[config.mk]
export PLATFORM = sky130hd
export DESIGN_NAME = stripe_read_top
export DESIGN_NICKNAME = d
export VERILOG_FILES = /design/src/hdl/stripe_geom_pkg.sv /design/src/hdl/stripe_bus_pkg.sv /design/src/hdl/stripe_read_top.sv /design/src/hdl/stripe_r_reorder.sv /design/src/hdl/stripe_beat_fifo.sv /design/src/hdl/stripe_desc_queue.sv /design/src/hdl/stripe_ar_split.sv
export SDC_FILE = /design/constraint.sdc
export NUM_CORES = 1
export LEC_CHECK = 0
export BUFFER_PORTS_ARGS = -buffer_cell sky130_fd_sc_hd__buf_2
export CORE_ASPECT_RATIO = 1.75
export CORE_MARGIN = 2
export CORE_UTILIZATION = 40
export CTS_BUF_LIST = sky130_fd_sc_hd__clkbuf_2
export CTS_CLUSTER_DIAMETER = 50
export CTS_CLUSTER_SIZE = 10
export DETAILED_ROUTE_END_ITERATION = 10
export SYNTH_ARGS = -nofsm -noshare
export SYNTH_HDL_FRONTEND = slang
export SYNTH_SLANG_ARGS = --single-unit
[constraint.sdc]
create_clock -name aclk -period 6.9 [get_ports aclk]
set_input_delay 0 -clock aclk [delete_from_list [all_inputs] [get_ports aclk]]
set_output_delay 0 -clock aclk [all_outputs]
set_load 0.02 [all_outputs]
[src/hdl/stripe_geom_pkg.sv]
//////////////////////////////////////////////////////////////////////
// Stripe geometry and request limits
// Descriptor field widths and queue depths
//////////////////////////////////////////////////////////////////////

package stripe_geom_pkg;

  // Beats per stripe, a power of two
  localparam int STRIPE_BEATS = 4;
  localparam int STRIPE_LOG = $clog2(STRIPE_BEATS);

  // Longest client request in beats
  localparam int MAX_REQ_BEATS = 64;

  // req_len runs from 1 up to MAX_REQ_BEATS inclusive
  localparam int REQ_LEN_BITS = $clog2(MAX_REQ_BEATS + 1);

  // Beat counter carried in a descriptor
  localparam int CNT_BITS = 8;

  // Descriptor queue
  localparam int DESC_DEPTH = 8;
  localparam int DESC_PTR_BITS = $clog2(DESC_DEPTH);

  // One beat FIFO per memory channel
  localparam int BEAT_FIFO_DEPTH = 16;
  localparam int BEAT_PTR_BITS = $clog2(BEAT_FIFO_DEPTH);

  // Both depths are powers of two, so the pointers wrap on
  // their own

endpackage

[src/hdl/stripe_bus_pkg.sv]
//////////////////////////////////////////////////////////////////////
// Bus-side constants for the striped read path
// AXI address, data, length and response widths
// Memory channel count and channel id width
//////////////////////////////////////////////////////////////////////

package stripe_bus_pkg;

  // Beat address, counted in beats and not in bytes
  localparam int AXI_ADDR_BITS = 16;

  // One data beat
  localparam int AXI_DATA_BITS = 32;

  // Standard AXI4 burst length field
  localparam int AXI_LEN_BITS = 8;

  // rresp passes through untouched
  localparam int AXI_RESP_BITS = 2;

  // Two DDR channels
  localparam int N_CHAN = 2;

  // Also the width of arid and rid
  localparam int CHAN_BITS = 1;

  // N_CHAN must be a power of two. The channel is then taken
  // straight from the low bits of the stripe index

endpackage
[src/hdl/stripe_read_top.sv]
//////////////////////////////////////////////////////////////////////
// Striped read path, top level
// Splitter, descriptor queue and reorder stage
//////////////////////////////////////////////////////////////////////

`timescale 1ns/1ps

module stripe_read_top
  import stripe_bus_pkg::*;
  import stripe_geom_pkg::*;
(
  input  logic                     aclk,
  input  logic                     aresetn,

  // Client request
  input  logic [AXI_ADDR_BITS-1:0] req_addr,
  input  logic [REQ_LEN_BITS-1:0]  req_len,
  input  logic                     req_valid,
  output logic                     req_ready,

  // AR to the memory channels
  output logic [AXI_ADDR_BITS-1:0] m_axi_araddr,
  output logic [AXI_LEN_BITS-1:0]  m_axi_arlen,
  output logic [CHAN_BITS-1:0]     m_axi_arid,
  output logic                     m_axi_arvalid,
  input  logic                     m_axi_arready,

  // Shared R bus, rlast is not needed since bursts come from descriptors
  input  logic [AXI_DATA_BITS-1:0] s_axi_rdata,
  input  logic [CHAN_BITS-1:0]     s_axi_rid,
  input  logic [AXI_RESP_BITS-1:0] s_axi_rresp,
  input  logic                     s_axi_rlast,
  input  logic                     s_axi_rvalid,
  output logic                     s_axi_rready,

  // Client read data
  output logic [AXI_DATA_BITS-1:0] rd_data,
  output logic [AXI_RESP_BITS-1:0] rd_resp,
  output logic                     rd_last,
  output logic                     rd_valid,
  input  logic                     rd_ready
);

  // Splitter to queue
  logic [CNT_BITS-1:0]  split_desc_cnt;
  logic [CHAN_BITS-1:0] split_desc_chan;
  logic                 split_desc_last;
  logic                 split_desc_valid;
  logic                 split_desc_ready;

  // Queue to reorder stage
  logic [CNT_BITS-1:0]  q_desc_cnt;
  logic [CHAN_BITS-1:0] q_desc_chan;
  logic                 q_desc_last;
  logic                 q_desc_valid;
  logic                 q_desc_ready;

  stripe_ar_split ar_split_inst (
    .aclk (aclk), .aresetn (aresetn),
    .req_addr (req_addr), .req_len (req_len),
    .req_valid (req_valid), .req_ready (req_ready),
    .m_axi_araddr (m_axi_araddr), .m_axi_arlen (m_axi_arlen),
    .m_axi_arid (m_axi_arid), .m_axi_arvalid (m_axi_arvalid),
    .m_axi_arready (m_axi_arready),
    .desc_cnt (split_desc_cnt), .desc_chan (split_desc_chan),
    .desc_last (split_desc_last), .desc_valid (split_desc_valid),
    .desc_ready (split_desc_ready)
  );

  stripe_desc_queue desc_queue_inst (
    .aclk (aclk), .aresetn (aresetn),
    .in_cnt (split_desc_cnt), .in_chan (split_desc_chan),
    .in_last (split_desc_last), .in_valid (split_desc_valid),
    .in_ready (split_desc_ready),
    .out_cnt (q_desc_cnt), .out_chan (q_desc_chan),
    .out_last (q_desc_last), .out_valid (q_desc_valid),
    .out_ready (q_desc_ready)
  );

  stripe_r_reorder r_reorder_inst (
    .aclk (aclk), .aresetn (aresetn),
    .s_axi_rdata (s_axi_rdata), .s_axi_rid (s_axi_rid),
    .s_axi_rresp (s_axi_rresp), .s_axi_rvalid (s_axi_rvalid),
    .s_axi_rready (s_axi_rready),
    .desc_cnt (q_desc_cnt), .desc_chan (q_desc_chan),
    .desc_last (q_desc_last), .desc_valid (q_desc_valid),
    .desc_ready (q_desc_ready),
    .rd_data (rd_data), .rd_resp (rd_resp), .rd_last (rd_last),
    .rd_valid (rd_valid), .rd_ready (rd_ready)
  );

endmodule

[src/hdl/stripe_r_reorder.sv]
//////////////////////////////////////////////////////////////////////
// Read reorder stage
// Sorts R beats into per-channel FIFOs by rid
// Drains them in descriptor order, rebuilds client bursts
//////////////////////////////////////////////////////////////////////

`timescale 1ns/1ps

module stripe_r_reorder
  import stripe_bus_pkg::*;
  import stripe_geom_pkg::*;
(
  input  logic                     aclk,
  input  logic                     aresetn,

  // Shared R bus from the channels
  input  logic [AXI_DATA_BITS-1:0] s_axi_rdata,
  input  logic [CHAN_BITS-1:0]     s_axi_rid,
  input  logic [AXI_RESP_BITS-1:0] s_axi_rresp,
  input  logic                     s_axi_rvalid,
  output logic                     s_axi_rready,

  // Descriptors in request order
  input  logic [CNT_BITS-1:0]      desc_cnt,
  input  logic [CHAN_BITS-1:0]     desc_chan,
  input  logic                     desc_last,
  input  logic                     desc_valid,
  output logic                     desc_ready,

  // Client read data
  output logic [AXI_DATA_BITS-1:0] rd_data,
  output logic [AXI_RESP_BITS-1:0] rd_resp,
  output logic                     rd_last,
  output logic                     rd_valid,
  input  logic                     rd_ready
);

  typedef enum logic {ST_IDLE, ST_MUX} state_t;

  state_t               state_q, state_d;
  logic [CNT_BITS-1:0]  cnt_q, cnt_d;
  logic [CHAN_BITS-1:0] chan_q, chan_d;
  logic                 last_q, last_d;

  // Per-channel FIFO links
  logic [N_CHAN-1:0]        fifo_in_valid;
  logic [N_CHAN-1:0]        fifo_in_ready;
  logic [AXI_DATA_BITS-1:0] fifo_out_data [N_CHAN];
  logic [AXI_RESP_BITS-1:0] fifo_out_resp [N_CHAN];
  logic [N_CHAN-1:0]        fifo_out_valid;
  logic [N_CHAN-1:0]        fifo_out_ready;

  always_ff @(posedge aclk) begin
    if (!aresetn) begin
      state_q <= ST_IDLE;
      cnt_q <= '0;
      chan_q <= '0;
      last_q <= 1'b0;
    end else begin
      state_q <= state_d;
      cnt_q <= cnt_d;
      chan_q <= chan_d;
      last_q <= last_d;
    end
  end

  // Output mux follows the loaded descriptor
  assign rd_data = fifo_out_data[chan_q];
  assign rd_resp = fifo_out_resp[chan_q];
  assign rd_last = (cnt_q == '0) && last_q;

  always_comb begin
    state_d = state_q;
    cnt_d = cnt_q;
    chan_d = chan_q;
    last_d = last_q;
    desc_ready = 1'b0;
    rd_valid = 1'b0;
    fifo_out_ready = '0;

    case (state_q)
      ST_IDLE: begin
        // One cycle to load the first descriptor
        desc_ready = 1'b1;
        if (desc_valid) begin
          state_d = ST_MUX;
          cnt_d = desc_cnt;
          chan_d = desc_chan;
          last_d = desc_last;
        end
      end
      ST_MUX: begin
        rd_valid = fifo_out_valid[chan_q];
        fifo_out_ready[chan_q] = rd_ready;
        if (fifo_out_valid[chan_q] && rd_ready) begin
          if (cnt_q == '0) begin
            // Stripe done, chain straight into the next one
            desc_ready = 1'b1;
            if (desc_valid) begin
              cnt_d = desc_cnt;
              chan_d = desc_chan;
              last_d = desc_last;
            end else begin
              state_d = ST_IDLE;
            end
          end else begin
            cnt_d = cnt_q - 1'b1;
          end
        end
      end
      default: state_d = ST_IDLE;
    endcase
  end

  // Only the FIFO named by rid gates the R bus
  assign s_axi_rready = fifo_in_ready[s_axi_rid];

  for (genvar i = 0; i < N_CHAN; i++) begin : g_chan
    assign fifo_in_valid[i] = s_axi_rvalid && (s_axi_rid == CHAN_BITS'(i));

    stripe_beat_fifo beat_fifo_inst (
      .aclk      (aclk),
      .aresetn   (aresetn),
      .in_data   (s_axi_rdata),
      .in_resp   (s_axi_rresp),
      .in_valid  (fifo_in_valid[i]),
      .in_ready  (fifo_in_ready[i]),
      .out_data  (fifo_out_data[i]),
      .out_resp  (fifo_out_resp[i]),
      .out_valid (fifo_out_valid[i]),
      .out_ready (fifo_out_ready[i])
    );
  end

endmodule

[src/hdl/stripe_beat_fifo.sv]
//////////////////////////////////////////////////////////////////////
// Beat FIFO for one memory channel
// Holds returned read data together with its response code
// Full throughput, one write and one read per cycle
//////////////////////////////////////////////////////////////////////

`timescale 1ns/1ps

module stripe_beat_fifo
  import stripe_bus_pkg::*;
  import stripe_geom_pkg::*;
(
  input  logic                     aclk,
  input  logic                     aresetn,

  // From the shared R bus
  input  logic [AXI_DATA_BITS-1:0] in_data,
  input  logic [AXI_RESP_BITS-1:0] in_resp,
  input  logic                     in_valid,
  output logic                     in_ready,

  // To the reorder mux
  output logic [AXI_DATA_BITS-1:0] out_data,
  output logic [AXI_RESP_BITS-1:0] out_resp,
  output logic                     out_valid,
  input  logic                     out_ready
);

  logic [AXI_DATA_BITS-1:0] data_mem [BEAT_FIFO_DEPTH];
  logic [AXI_RESP_BITS-1:0] resp_mem [BEAT_FIFO_DEPTH];

  logic [BEAT_PTR_BITS-1:0] wr_ptr_q;
  logic [BEAT_PTR_BITS-1:0] rd_ptr_q;
  logic [BEAT_PTR_BITS:0]   count_q;
  logic                     wr_en;
  logic                     rd_en;

  // Full only counts stored beats, a pop in the same cycle
  // does not open a slot
  assign in_ready = (count_q != (BEAT_PTR_BITS+1)'(BEAT_FIFO_DEPTH));
  assign out_valid = (count_q != '0);

  assign wr_en = in_valid && in_ready;
  assign rd_en = out_valid && out_ready;

  assign out_data = data_mem[rd_ptr_q];
  assign out_resp = resp_mem[rd_ptr_q];

  // Pointers and occupancy
  always_ff @(posedge aclk) begin
    if (!aresetn) begin
      wr_ptr_q <= '0;
      rd_ptr_q <= '0;
      count_q <= '0;
    end else begin
      if (wr_en) begin
        wr_ptr_q <= wr_ptr_q + 1'b1;
      end
      if (rd_en) begin
        rd_ptr_q <= rd_ptr_q + 1'b1;
      end
      if (wr_en && !rd_en) begin
        count_q <= count_q + 1'b1;
      end else if (rd_en && !wr_en) begin
        count_q <= count_q - 1'b1;
      end
    end
  end

  // Beat storage
  always_ff @(posedge aclk) begin
    if (wr_en) begin
      data_mem[wr_ptr_q] <= in_data;
      resp_mem[wr_ptr_q] <= in_resp;
    end
  end

endmodule

[src/hdl/stripe_desc_queue.sv]
//////////////////////////////////////////////////////////////////////
// Descriptor queue
// Circular FIFO between the splitter and the reorder stage
//////////////////////////////////////////////////////////////////////

`timescale 1ns/1ps

module stripe_desc_queue
  import stripe_bus_pkg::*;
  import stripe_geom_pkg::*;
(
  input  logic                 aclk,
  input  logic                 aresetn,

  input  logic [CNT_BITS-1:0]  in_cnt,
  input  logic [CHAN_BITS-1:0] in_chan,
  input  logic                 in_last,
  input  logic                 in_valid,
  output logic                 in_ready,

  output logic [CNT_BITS-1:0]  out_cnt,
  output logic [CHAN_BITS-1:0] out_chan,
  output logic                 out_last,
  output logic                 out_valid,
  input  logic                 out_ready
);

  // Storage, one field per array
  logic [CNT_BITS-1:0]    cnt_mem  [DESC_DEPTH];
  logic [CHAN_BITS-1:0]   chan_mem [DESC_DEPTH];
  logic                   last_mem [DESC_DEPTH];

  logic [DESC_PTR_BITS-1:0] wr_ptr_q;
  logic [DESC_PTR_BITS-1:0] rd_ptr_q;
  logic [DESC_PTR_BITS:0]   count_q;
  logic                     push;
  logic                     pop;

  assign in_ready = (count_q != (DESC_PTR_BITS+1)'(DESC_DEPTH));
  assign out_valid = (count_q != '0);

  assign push = in_valid && in_ready;
  assign pop = out_valid && out_ready;

  // Head of queue
  assign out_cnt = cnt_mem[rd_ptr_q];
  assign out_chan = chan_mem[rd_ptr_q];
  assign out_last = last_mem[rd_ptr_q];

  always_ff @(posedge aclk) begin
    if (!aresetn) begin
      wr_ptr_q <= '0;
      rd_ptr_q <= '0;
      count_q <= '0;
    end else begin
      if (push) begin
        wr_ptr_q <= wr_ptr_q + 1'b1;
      end
      if (pop) begin
        rd_ptr_q <= rd_ptr_q + 1'b1;
      end
      // Simultaneous push and pop leaves count alone
      if (push && !pop) begin
        count_q <= count_q + 1'b1;
      end else if (pop && !push) begin
        count_q <= count_q - 1'b1;
      end
    end
  end

  always_ff @(posedge aclk) begin
    if (push) begin
      cnt_mem[wr_ptr_q] <= in_cnt;
      chan_mem[wr_ptr_q] <= in_chan;
      last_mem[wr_ptr_q] <= in_last;
    end
  end

endmodule

[src/hdl/stripe_ar_split.sv]
//////////////////////////////////////////////////////////////////////
// Request splitter
// Cuts a client read into stripes, one AR beat per stripe
// Emits a matching descriptor for the reorder stage
//////////////////////////////////////////////////////////////////////

`timescale 1ns/1ps

module stripe_ar_split
  import stripe_bus_pkg::*;
  import stripe_geom_pkg::*;
(
  input  logic                     aclk,
  input  logic                     aresetn,

  // Client request
  input  logic [AXI_ADDR_BITS-1:0] req_addr,
  input  logic [REQ_LEN_BITS-1:0]  req_len,
  input  logic                     req_valid,
  output logic                     req_ready,

  // AR towards the memory channels
  output logic [AXI_ADDR_BITS-1:0] m_axi_araddr,
  output logic [AXI_LEN_BITS-1:0]  m_axi_arlen,
  output logic [CHAN_BITS-1:0]     m_axi_arid,
  output logic                     m_axi_arvalid,
  input  logic                     m_axi_arready,

  // Descriptor out
  output logic [CNT_BITS-1:0]      desc_cnt,
  output logic [CHAN_BITS-1:0]     desc_chan,
  output logic                     desc_last,
  output logic                     desc_valid,
  input  logic                     desc_ready
);

  typedef enum logic {ST_IDLE, ST_SPLIT} state_t;

  state_t                   state_q;
  logic                     armed_q;
  logic [AXI_ADDR_BITS-1:0] addr_q;
  logic [REQ_LEN_BITS-1:0]  left_q;
  logic                     ar_done_q;
  logic                     desc_done_q;

  logic [STRIPE_LOG-1:0]    offset;
  logic [REQ_LEN_BITS-1:0]  room;
  logic [REQ_LEN_BITS-1:0]  stripe_len;
  logic [REQ_LEN_BITS-1:0]  stripe_len_m1;
  logic [CHAN_BITS-1:0]     stripe_chan;
  logic                     stripe_last;
  logic                     ar_fire;
  logic                     desc_fire;
  logic                     stripe_done;

  // Beats left until the next stripe boundary
  assign offset = addr_q[STRIPE_LOG-1:0];
  assign room = REQ_LEN_BITS'(STRIPE_BEATS) - REQ_LEN_BITS'(offset);

  // Final stripe once the rest of the request fits
  assign stripe_last = (left_q <= room);
  assign stripe_len = stripe_last ? left_q : room;
  assign stripe_len_m1 = stripe_len - 1'b1;

  // Stripe index mod N_CHAN
  assign stripe_chan = addr_q[STRIPE_LOG +: CHAN_BITS];

  // Low out of reset, ready from the first cycle after it
  assign req_ready = (state_q == ST_IDLE) && armed_q;

  // Each side drops valid once its own handshake is done
  assign m_axi_arvalid = (state_q == ST_SPLIT) && !ar_done_q;
  assign desc_valid = (state_q == ST_SPLIT) && !desc_done_q;

  assign ar_fire = m_axi_arvalid && m_axi_arready;
  assign desc_fire = desc_valid && desc_ready;

  // Advance only when both sides have taken this stripe
  assign stripe_done = (ar_fire || ar_done_q) && (desc_fire || desc_done_q);

  assign m_axi_araddr = addr_q;
  assign m_axi_arlen = AXI_LEN_BITS'(stripe_len_m1);
  assign m_axi_arid = stripe_chan;

  assign desc_cnt = CNT_BITS'(stripe_len_m1);
  assign desc_chan = stripe_chan;
  assign desc_last = stripe_last;

  // FSM and handshake tracking
  always_ff @(posedge aclk) begin
    if (!aresetn) begin
      state_q <= ST_IDLE;
      armed_q <= 1'b0;
      ar_done_q <= 1'b0;
      desc_done_q <= 1'b0;
    end else begin
      armed_q <= 1'b1;
      case (state_q)
        ST_IDLE: begin
          if (req_valid && req_ready) begin
            state_q <= ST_SPLIT;
          end
        end
        ST_SPLIT: begin
          if (stripe_done) begin
            ar_done_q <= 1'b0;
            desc_done_q <= 1'b0;
            if (stripe_last) begin
              state_q <= ST_IDLE;
            end
          end else begin
            // One side went through, hold it off for the other
            if (ar_fire) begin
              ar_done_q <= 1'b1;
            end
            if (desc_fire) begin
              desc_done_q <= 1'b1;
            end
          end
        end
        default: state_q <= ST_IDLE;
      endcase
    end
  end

  // Current address and beats left
  always_ff @(posedge aclk) begin
    if (req_valid && req_ready) begin
      addr_q <= req_addr;
      left_q <= req_len;
    end else if (state_q == ST_SPLIT && stripe_done) begin
      addr_q <= addr_q + AXI_ADDR_BITS'(stripe_len);
      left_q <= left_q - stripe_len;
    end
  end

endmodule

# Word level (Yosys, flattened, before mapping)
# Memory sizes are Yosys's and may differ from the RTL's. A register that Yosys moved wholly into a read port is not among the register bits.
# Cells that the tools add are included.
[word_totals]
reg_bits = 74
ram_bits = 1160
in_bits = 65
out_inout_bits = 64
elab_cells = 178
n_memories = 7
[memory_table]
columns = ["name", "words", "word_bits", "rd", "rd_ports_with_merged_regs", "write_ports", "line", "source"]
rows = [
  ["r_reorder_inst.g_chan[0].beat_fifo_inst.data_mem", 16, 32, 1, 1, 1, "stripe_beat_fifo.sv:29", "logic [AXI_DATA_BITS-1:0] data_mem [BEAT_FIFO_DEPTH];"],
  ["r_reorder_inst.g_chan[1].beat_fifo_inst.data_mem", 16, 32, 1, 1, 1, "stripe_beat_fifo.sv:29", ""],
  ["desc_queue_inst.cnt_mem", 8, 7, 1, 1, 1, "stripe_desc_queue.sv:29", "logic [CNT_BITS-1:0] cnt_mem [DESC_DEPTH];"],
  ["r_reorder_inst.g_chan[0].beat_fifo_inst.resp_mem", 16, 2, 1, 1, 1, "stripe_beat_fifo.sv:30", "logic [AXI_RESP_BITS-1:0] resp_mem [BEAT_FIFO_DEPTH];"],
  ["r_reorder_inst.g_chan[1].beat_fifo_inst.resp_mem", 16, 2, 1, 1, 1, "stripe_beat_fifo.sv:30", ""],
  ["desc_queue_inst.chan_mem", 8, 1, 1, 1, 1, "stripe_desc_queue.sv:30", "logic [CHAN_BITS-1:0] chan_mem [DESC_DEPTH];"],
  ["+1 memories", "n/a", "n/a", "n/a", "n/a", "n/a", "n/a", ""],
]
[op_classes]
addsub = 17
magnitude_cmp = 5
n_eq_ne = 5
muxes = 73
bitwise = 5
reduce_logical = 47
[ops]
columns = ["op", "n"]
rows = [
  ["$mux 32", 3],
  ["$mux 4", 10],
  ["$mux 16", 2],
  ["$mux 1", 31],
  ["$logic_and 1x1->1", 24],
  ["$mux 8", 3],
  ["$mux 7", 3],
  ["$add 4x1->4 const B", 5],
  ["$mux 5", 4],
  ["$mux 3", 6],
  ["$add 16x7->16", 1],
  ["$pmux 8 s2", 1],
  ["$reduce_bool 2->1", 6],
  ["$add 5x1->5 const B", 2],
  ["$ne 5x5->1 const B", 2],
  ["$pmux 1 s2", 5],
  ["$reduce_bool 5->1", 2],
  ["$sub 5x1->5 const B", 2],
  ["$logic_not 1->1", 8],
  ["$logic_not 8->1", 1],
  ["$mux 2", 4],
  ["$sub 8x1->8 const B", 1],
  ["$le 7x7->1", 1],
  ["$sub 7x1->7 const B", 1],
  ["other kinds (16)", 24],
]

# Depth between registers and ports, before layout
[logic_depth]
depth_word = 10
mapped_depth = 18
depth_no_buf = 18

# Hierarchy
# From an unflattened synthesis, not the netlist that was laid out.
[hier_totals]
cells_unflattened = 2438
hier_area_um2 = 49571.3
[modules_own_cells]
columns = ["mod", "instances", "cells_each", "area_per_inst_um2"]
rows = [
  ["stripe_beat_fifo", 2, 940, 21257.9],
  ["stripe_desc_queue", 1, 188, 3678.5],
  ["stripe_ar_split", 1, 229, 2113.3],
  ["stripe_r_reorder", 1, 141, 1263.7],
]

# Worst setup path after synthesis
# No wires, ideal clock.
[synth_timing]
kind = "register to register"
from = "register ar_split_inst.addr_q[1] (netlist: ar_split_inst.m_axi_araddr[1])"
to = "register ar_split_inst.addr_q[12] (netlist: ar_split_inst.m_axi_araddr[12]) (data pin)"
setup_ns = 0.267
t_arrival_ns = 4.372
t_required_ns = 6.633
setup_slack_ns = 2.261
stages_incl_launch_ff = 19
n_path_buf = 0
cell_sequence = "edfxtp_1 inv_1 ha_1 inv_1 ha_1 nor2b_1 o21ai_0 a32oi_1 nor2_1 mux2i_1 inv_1 ha_1 fa_1 a21oi_1 o21bai_1 a21oi_1 nor3_1 xnor2_1 o21ai_0"
[synth_between]
elab_chain_cells = 6
[synth_lines]
columns = ["element", "line", "source"]
rows = [
  ["from (decl)", "stripe_ar_split.sv:41", "logic [AXI_ADDR_BITS-1:0] addr_q;"],
  ["from (signal assigned)", "stripe_ar_split.sv:129", "addr_q <= req_addr;"],
  ["from (signal assigned)", "stripe_ar_split.sv:132", "addr_q <= addr_q + AXI_ADDR_BITS'(stripe_len);"],
  ["$sub 3x2->4", "stripe_ar_split.sv:58", "assign room = REQ_LEN_BITS'(STRIPE_BEATS) - REQ_LEN_BITS'(offset);"],
  ["$le 7x7->1", "stripe_ar_split.sv:61", "assign stripe_last = (left_q <= room);"],
  ["via ar_split_inst.desc_last", "stripe_ar_split.sv:32", "output logic desc_last,"],
  ["$mux 7", "stripe_ar_split.sv:62", "assign stripe_len = stripe_last ? left_q : room;"],
  ["$add 16x7->16", "stripe_ar_split.sv:132", ""],
  ["$mux 16", "stripe_ar_split.sv:131", "end else if (state_q == ST_SPLIT && stripe_done) begin"],
  ["$mux 16", "stripe_ar_split.sv:128", "if (req_valid && req_ready) begin"],
]
# The timed path passes the listed nets, and every way through them passes these cells. The select of a mux whose other input is x is not followed.
# A chain may end at the register's enable or synchronous reset.

# Final worst setup path
[layout_timing]
from = "register ar_split_inst.addr_q[1] (netlist: ar_split_inst.m_axi_araddr[1])"
to = "register ar_split_inst.addr_q[14] (netlist: ar_split_inst.m_axi_araddr[14]) (data pin)"
# The elaborated chain is that of the path after synthesis.

==> results by stage <==
Clock network:
- Counting along the longest clock path gives a buffer depth of 3.
- The deepest level of the CTS H-tree is 4.
- The number of sinks driven by the clock tree is roughly 1,200.
- Counting the buffers created by CTS gives roughly 150.
- TritonCTS built the clock tree.
- The number of buffers added for setup after CTS is 0.
- CTS placed an instance of clkbuf_2 at the clock tree root.
- The clock-pin slew on the worst setup and hold paths is 240 ps.
- The source-to-sink clock delay at the later pin of the worst-skew pair is 1550 ps.
- In this run, post-CTS repair resized a total of 0 instances.

Setup path:
- The endpoint kind of the worst setup timing path is a flop.
- The critical path goes through inv_1 > ha_1 > inv_1 > ha_1 > nor2b_1 > o21ai_0 > a32oi_1 > nor2_1 > mux2i_1 > inv_1 > ha_1 > a21oi_1 > o21bai_1 > a21oi_1 > nor3_1 > xnor2_1 > o21ai_0 > dlygate4sd3_1.
- The depth of the worst register-to-register path is 18.
- The master of the slowest instance on the critical path is mux2i_1.
- Of all nets on the critical path, the largest fanout is 11.
- The required time at the worst-slack endpoint is 8240 ps.
- Together, buffers and inverters on the worst path number 4.
- The setup slack on the worst flop-to-flop path is around 1300 ps.
- In this run the critical register-to-register path is captured at ar_split_inst.m_axi_araddr[14].
- STA puts the critical path data arrival time at about 7000 ps.
- The startpoint identified for the worst register-to-register timing path is ar_split_inst.m_axi_araddr[1].
- The worst setup path is launched from a flop.
- For this run, the slowest stage of the critical path takes 780 ps.
- Broken down by cell family, the worst path's largest delay share belongs to simple AND/OR/NAND/NOR gates.
- The critical path class is flop to flop.

Detailed routing:
- In the routed layout, each cell is associated on average with a via count of between 5 and 6.
- The wire length after detailed routing is 121,000 µm.
- The number of iterations in the first detailed-routing pass is 5.
- The count of unresolved DRC violations after routing is 0.
- The total number of vias is 23,700.
- The routed length per placed instance is approximately 28 µm.
- The remaining antenna violation count after routing is 0.
- The DRC violation total after the first TritonRoute iteration is 1,842.

Floorplan:
- about 130 I/O pins were placed.
- In this run the vertical extent of the chip is 466 µm.
- The chip width is around 270 µm.
- The floorplan has 169 rows.
- The area of the core region is 121,000 µm².
- The initial utilization of the core area, before any placement, comes to 0.403.
- The die covers 125,000 µm².

Logic synthesis:
- The share of synthesized area in the top cell type comes to 0.729.
- The predominant post-synthesis flop cell is edfxtp_1.
- Of the synthesized area, sequential elements account for 0.755.
- The distinct cell type count after synthesis is 56.
- Yosys attributes the largest share of cell area to edfxtp_1 73%, mux4_2 17%, dfxtp_1 2.5%.
- The share of flip-flops with an asynchronous set or reset is 0.
- A synthesized cell averages 21.9 µm².
- The count of flip-flops with a built-in enable after synthesis is about 1,200.
- The mapped cell area is roughly 50,000 µm².
- The cell count after synthesis came out at 2,228.
- For this run, the number of Yosys warnings is 0.
- By instance count, the leading cell after synthesis is edfxtp_1.
- By count the netlist is led by 1,183 x edfxtp_1, 358 x mux4_2, 94 x nor2_1.
- The count of state elements after synthesis is ~1,200.
- The biggest area contributor in the post-synthesis netlist is edfxtp_1.

GRT:
- Summed over all layers, the global routing overflow is 0.
- The first-pass GRT wire length is ~170,000 µm.
- The number of global-route vias before repair is 25,600.
- The initial antenna violation count is 5.
- Entering global routing, the biggest net connects 85 pins.
- The global-route usage over all layers is 0.197.

Hold path:
- The hold path startpoint is s_axi_rvalid.
- The number of cells on the worst hold path is 6.
- The kind of path behind the tightest hold check is input pin to flop.

Timing:
- The worst-margin pin slew is 1280 ps.
- Setup repair after global routing left no endpoint under its margin.
- The smallest clock period supported by the final layout is computed as 5580 ps.
- Setup violations remaining at the end of the flow were counted as 0.
- The final number of max-transition violations came to 0.
- For the final database, setup skew stands at 120 ps.
- Adding up every negative setup slack in the final design gives 0 ps.
- The hold violation count in the final report came to 0.
- Dividing the final minimum period by the clock period gives 0.809.
- In this run the tightest slew margin relative to its limit is 0.144.
- The fmax is about 0.18 GHz.

Placement:
- Once detailed placement completed, the half-perimeter wirelength came to 66,100 µm.
- The placed instances occupy a cell area of 51,600 µm².
- The routability congestion estimate is roughly 0.8.
- The count of buffers added on input and output ports is between 100 and 150.
- Including well taps, the total number of placed cells is 3,920.

Finish:
- The area growth from synthesis to layout is 11.6%.
- After the flow finishes, the layout carries non-filler instances totaling 4,295.
- The final layout contains roughly 2,700 nets.
- The summed area of non-filler cells in the final layout is 54,400 µm².
- The share of cells above drive strength 1 is 0.305.

Run status:
- The run finished with clean final reports.

Pwr:
- The ratio of total power to cell area is around 260 nW/µm².
- The worst-case IR drop observed on VDD is about 0.21 mV.
- The leakage power total is approximately 17 nW.
- The completed layout was analyzed and its total power is roughly 14 mW.

Job:
- The count of max-cap constraint violations is 0.
where the power goes:
| part | internal (mW) | switching, mW | total [mW] |
|---|---|---|---|
| Clock | 0.763 | 2.38 | 3.14 |
| Sequential | 8.46 | 0.185 | 8.64 |
| Combinational | 1.15 | 1.43 | 2.58 |
placed cells by master (no fill, tap or decap), types with 9 or more instances in the layout:
cell type	Yosys	layout
nand2_1	58	58
dlygate4sd3_1	0	176
inv_1	28	28
nor3_2	0	10
buf_4	8	45
xor2_1	19	19
ha_1	39	39
a21o_1	10	10
nor3_1	24	14
mux2_2	34	34
nand2b_1	11	11
clkbuf_2	0	178
a21oi_1	40	40
edfxtp_1	1183	1183
xnor2_1	24	24
nor2_1	94	70
buf_2	9	126
mux2i_1	18	18
mux4_2	358	358
nor2_4	0	24
o21ai_0	33	32
and2_1	9	9
dfxtp_1	62	53
registers in the layout, summed over array words and instances (netlist names), named ones only:
name / cells
r_reorder_inst.g_chan.beat_fifo_inst.data_mem: 1024
r_reorder_inst.g_chan.beat_fifo_inst.resp_mem: 64
desc_queue_inst.cnt_mem: 56
ar_split_inst.m_axi_araddr: 16
r_reorder_inst.g_chan.beat_fifo_inst.count_q: 10
desc_queue_inst.chan_mem: 8
desc_queue_inst.last_mem: 8
r_reorder_inst.cnt_q: 8
r_reorder_inst.g_chan.beat_fifo_inst.rd_ptr_q: 8
r_reorder_inst.g_chan.beat_fifo_inst.wr_ptr_q: 8
ar_split_inst.left_q: 7
desc_queue_inst.count_q: 4
desc_queue_inst.rd_ptr_q: 3
desc_queue_inst.wr_ptr_q: 3
ar_split_inst.ar_done_q: 1
ar_split_inst.armed_q: 1
ar_split_inst.desc_done_q: 1
ar_split_inst.state_q: 1
r_reorder_inst.chan_q: 1
r_reorder_inst.last_q: 1
r_reorder_inst.state_q: 1
logic make-up after synthesis:
group                    Yosys count  share of synthesized area
flip-flops                      1245                      0.755
buffers and inverters            137                     0.0117
adder cells (fa/ha/maj)           44                     0.0121
XOR/XNOR                          43                    0.00773
multiplexers                     410                      0.177
AO/OA/AOI/OAI                    113                     0.0145
AND/OR/NAND/NOR                  235                     0.0220
other                              1                  0.0000770
final cells by class:
type / count / area (µm²)
Fill cell: 10300 / 66600
Timing Repair Buffer: 349 / 2770
Tap cell: 1624 / 2030
Clock buffer: 178 / 891
Sequential cell: 1245 / 36800
Antenna cell: 6 / 15.0
Multi-Input combinational cell: 850 / 11600
Clock inverter: 15 / 143
Inverter: 28 / 105
stage by stage:
stage,utilization,worst slack [ps],hold WS [ps]
after floorplan,-,2260,27.7
after global placement,0.426,2160,263
after detailed placement,0.426,2030,280
after CTS,0.449,1360,39.7
after global routing,0.449,941,111
final,0.450,1320,224
tightest hold or removal path: stages:
cell,delay (ps)
dlygate4sd3_1,520
buf_2,130
dlygate4sd3_1,580
and2_1,270
xnor2_1,190
nor2_1,40
worst max-delay path by stage:
stage / startpoint / end / slack, ps / depth (start not counted)
2_1_floorplan: ar_split_inst.m_axi_araddr[1] / ar_split_inst.m_axi_araddr[12] / 2260 / 18
4_1_cts: ar_split_inst.m_axi_araddr[1] / m_axi_arlen[2] / 1360 / 12
6_report: ar_split_inst.m_axi_araddr[1] / ar_split_inst.m_axi_araddr[14] / 1320 / 18
3_5_place_dp: ar_split_inst.m_axi_araddr[1] / ar_split_inst.m_axi_araddr[10] / 2030 / 17
3_3_place_gp: ar_split_inst.m_axi_araddr[1] / ar_split_inst.m_axi_araddr[12] / 2160 / 17
5_1_grt: ar_split_inst.m_axi_araddr[1] / ar_split_inst.m_axi_araddr[14] / 940 / 18
routing by layer:
metal	track usage	part of all wire
met1	0.226	0.36
met2	0.368	0.56
met3	0.0346	0.047
met4	0.0631	0.027
met5	0	0.00019
repair_timing:
item                                    in CTS  in global routing
endpoints found under the setup margin       0                  0
hold buffers                               176                  0
endpoints found under the hold margin     2284                  0
Note: power is estimated with default switching activity, not from simulation.
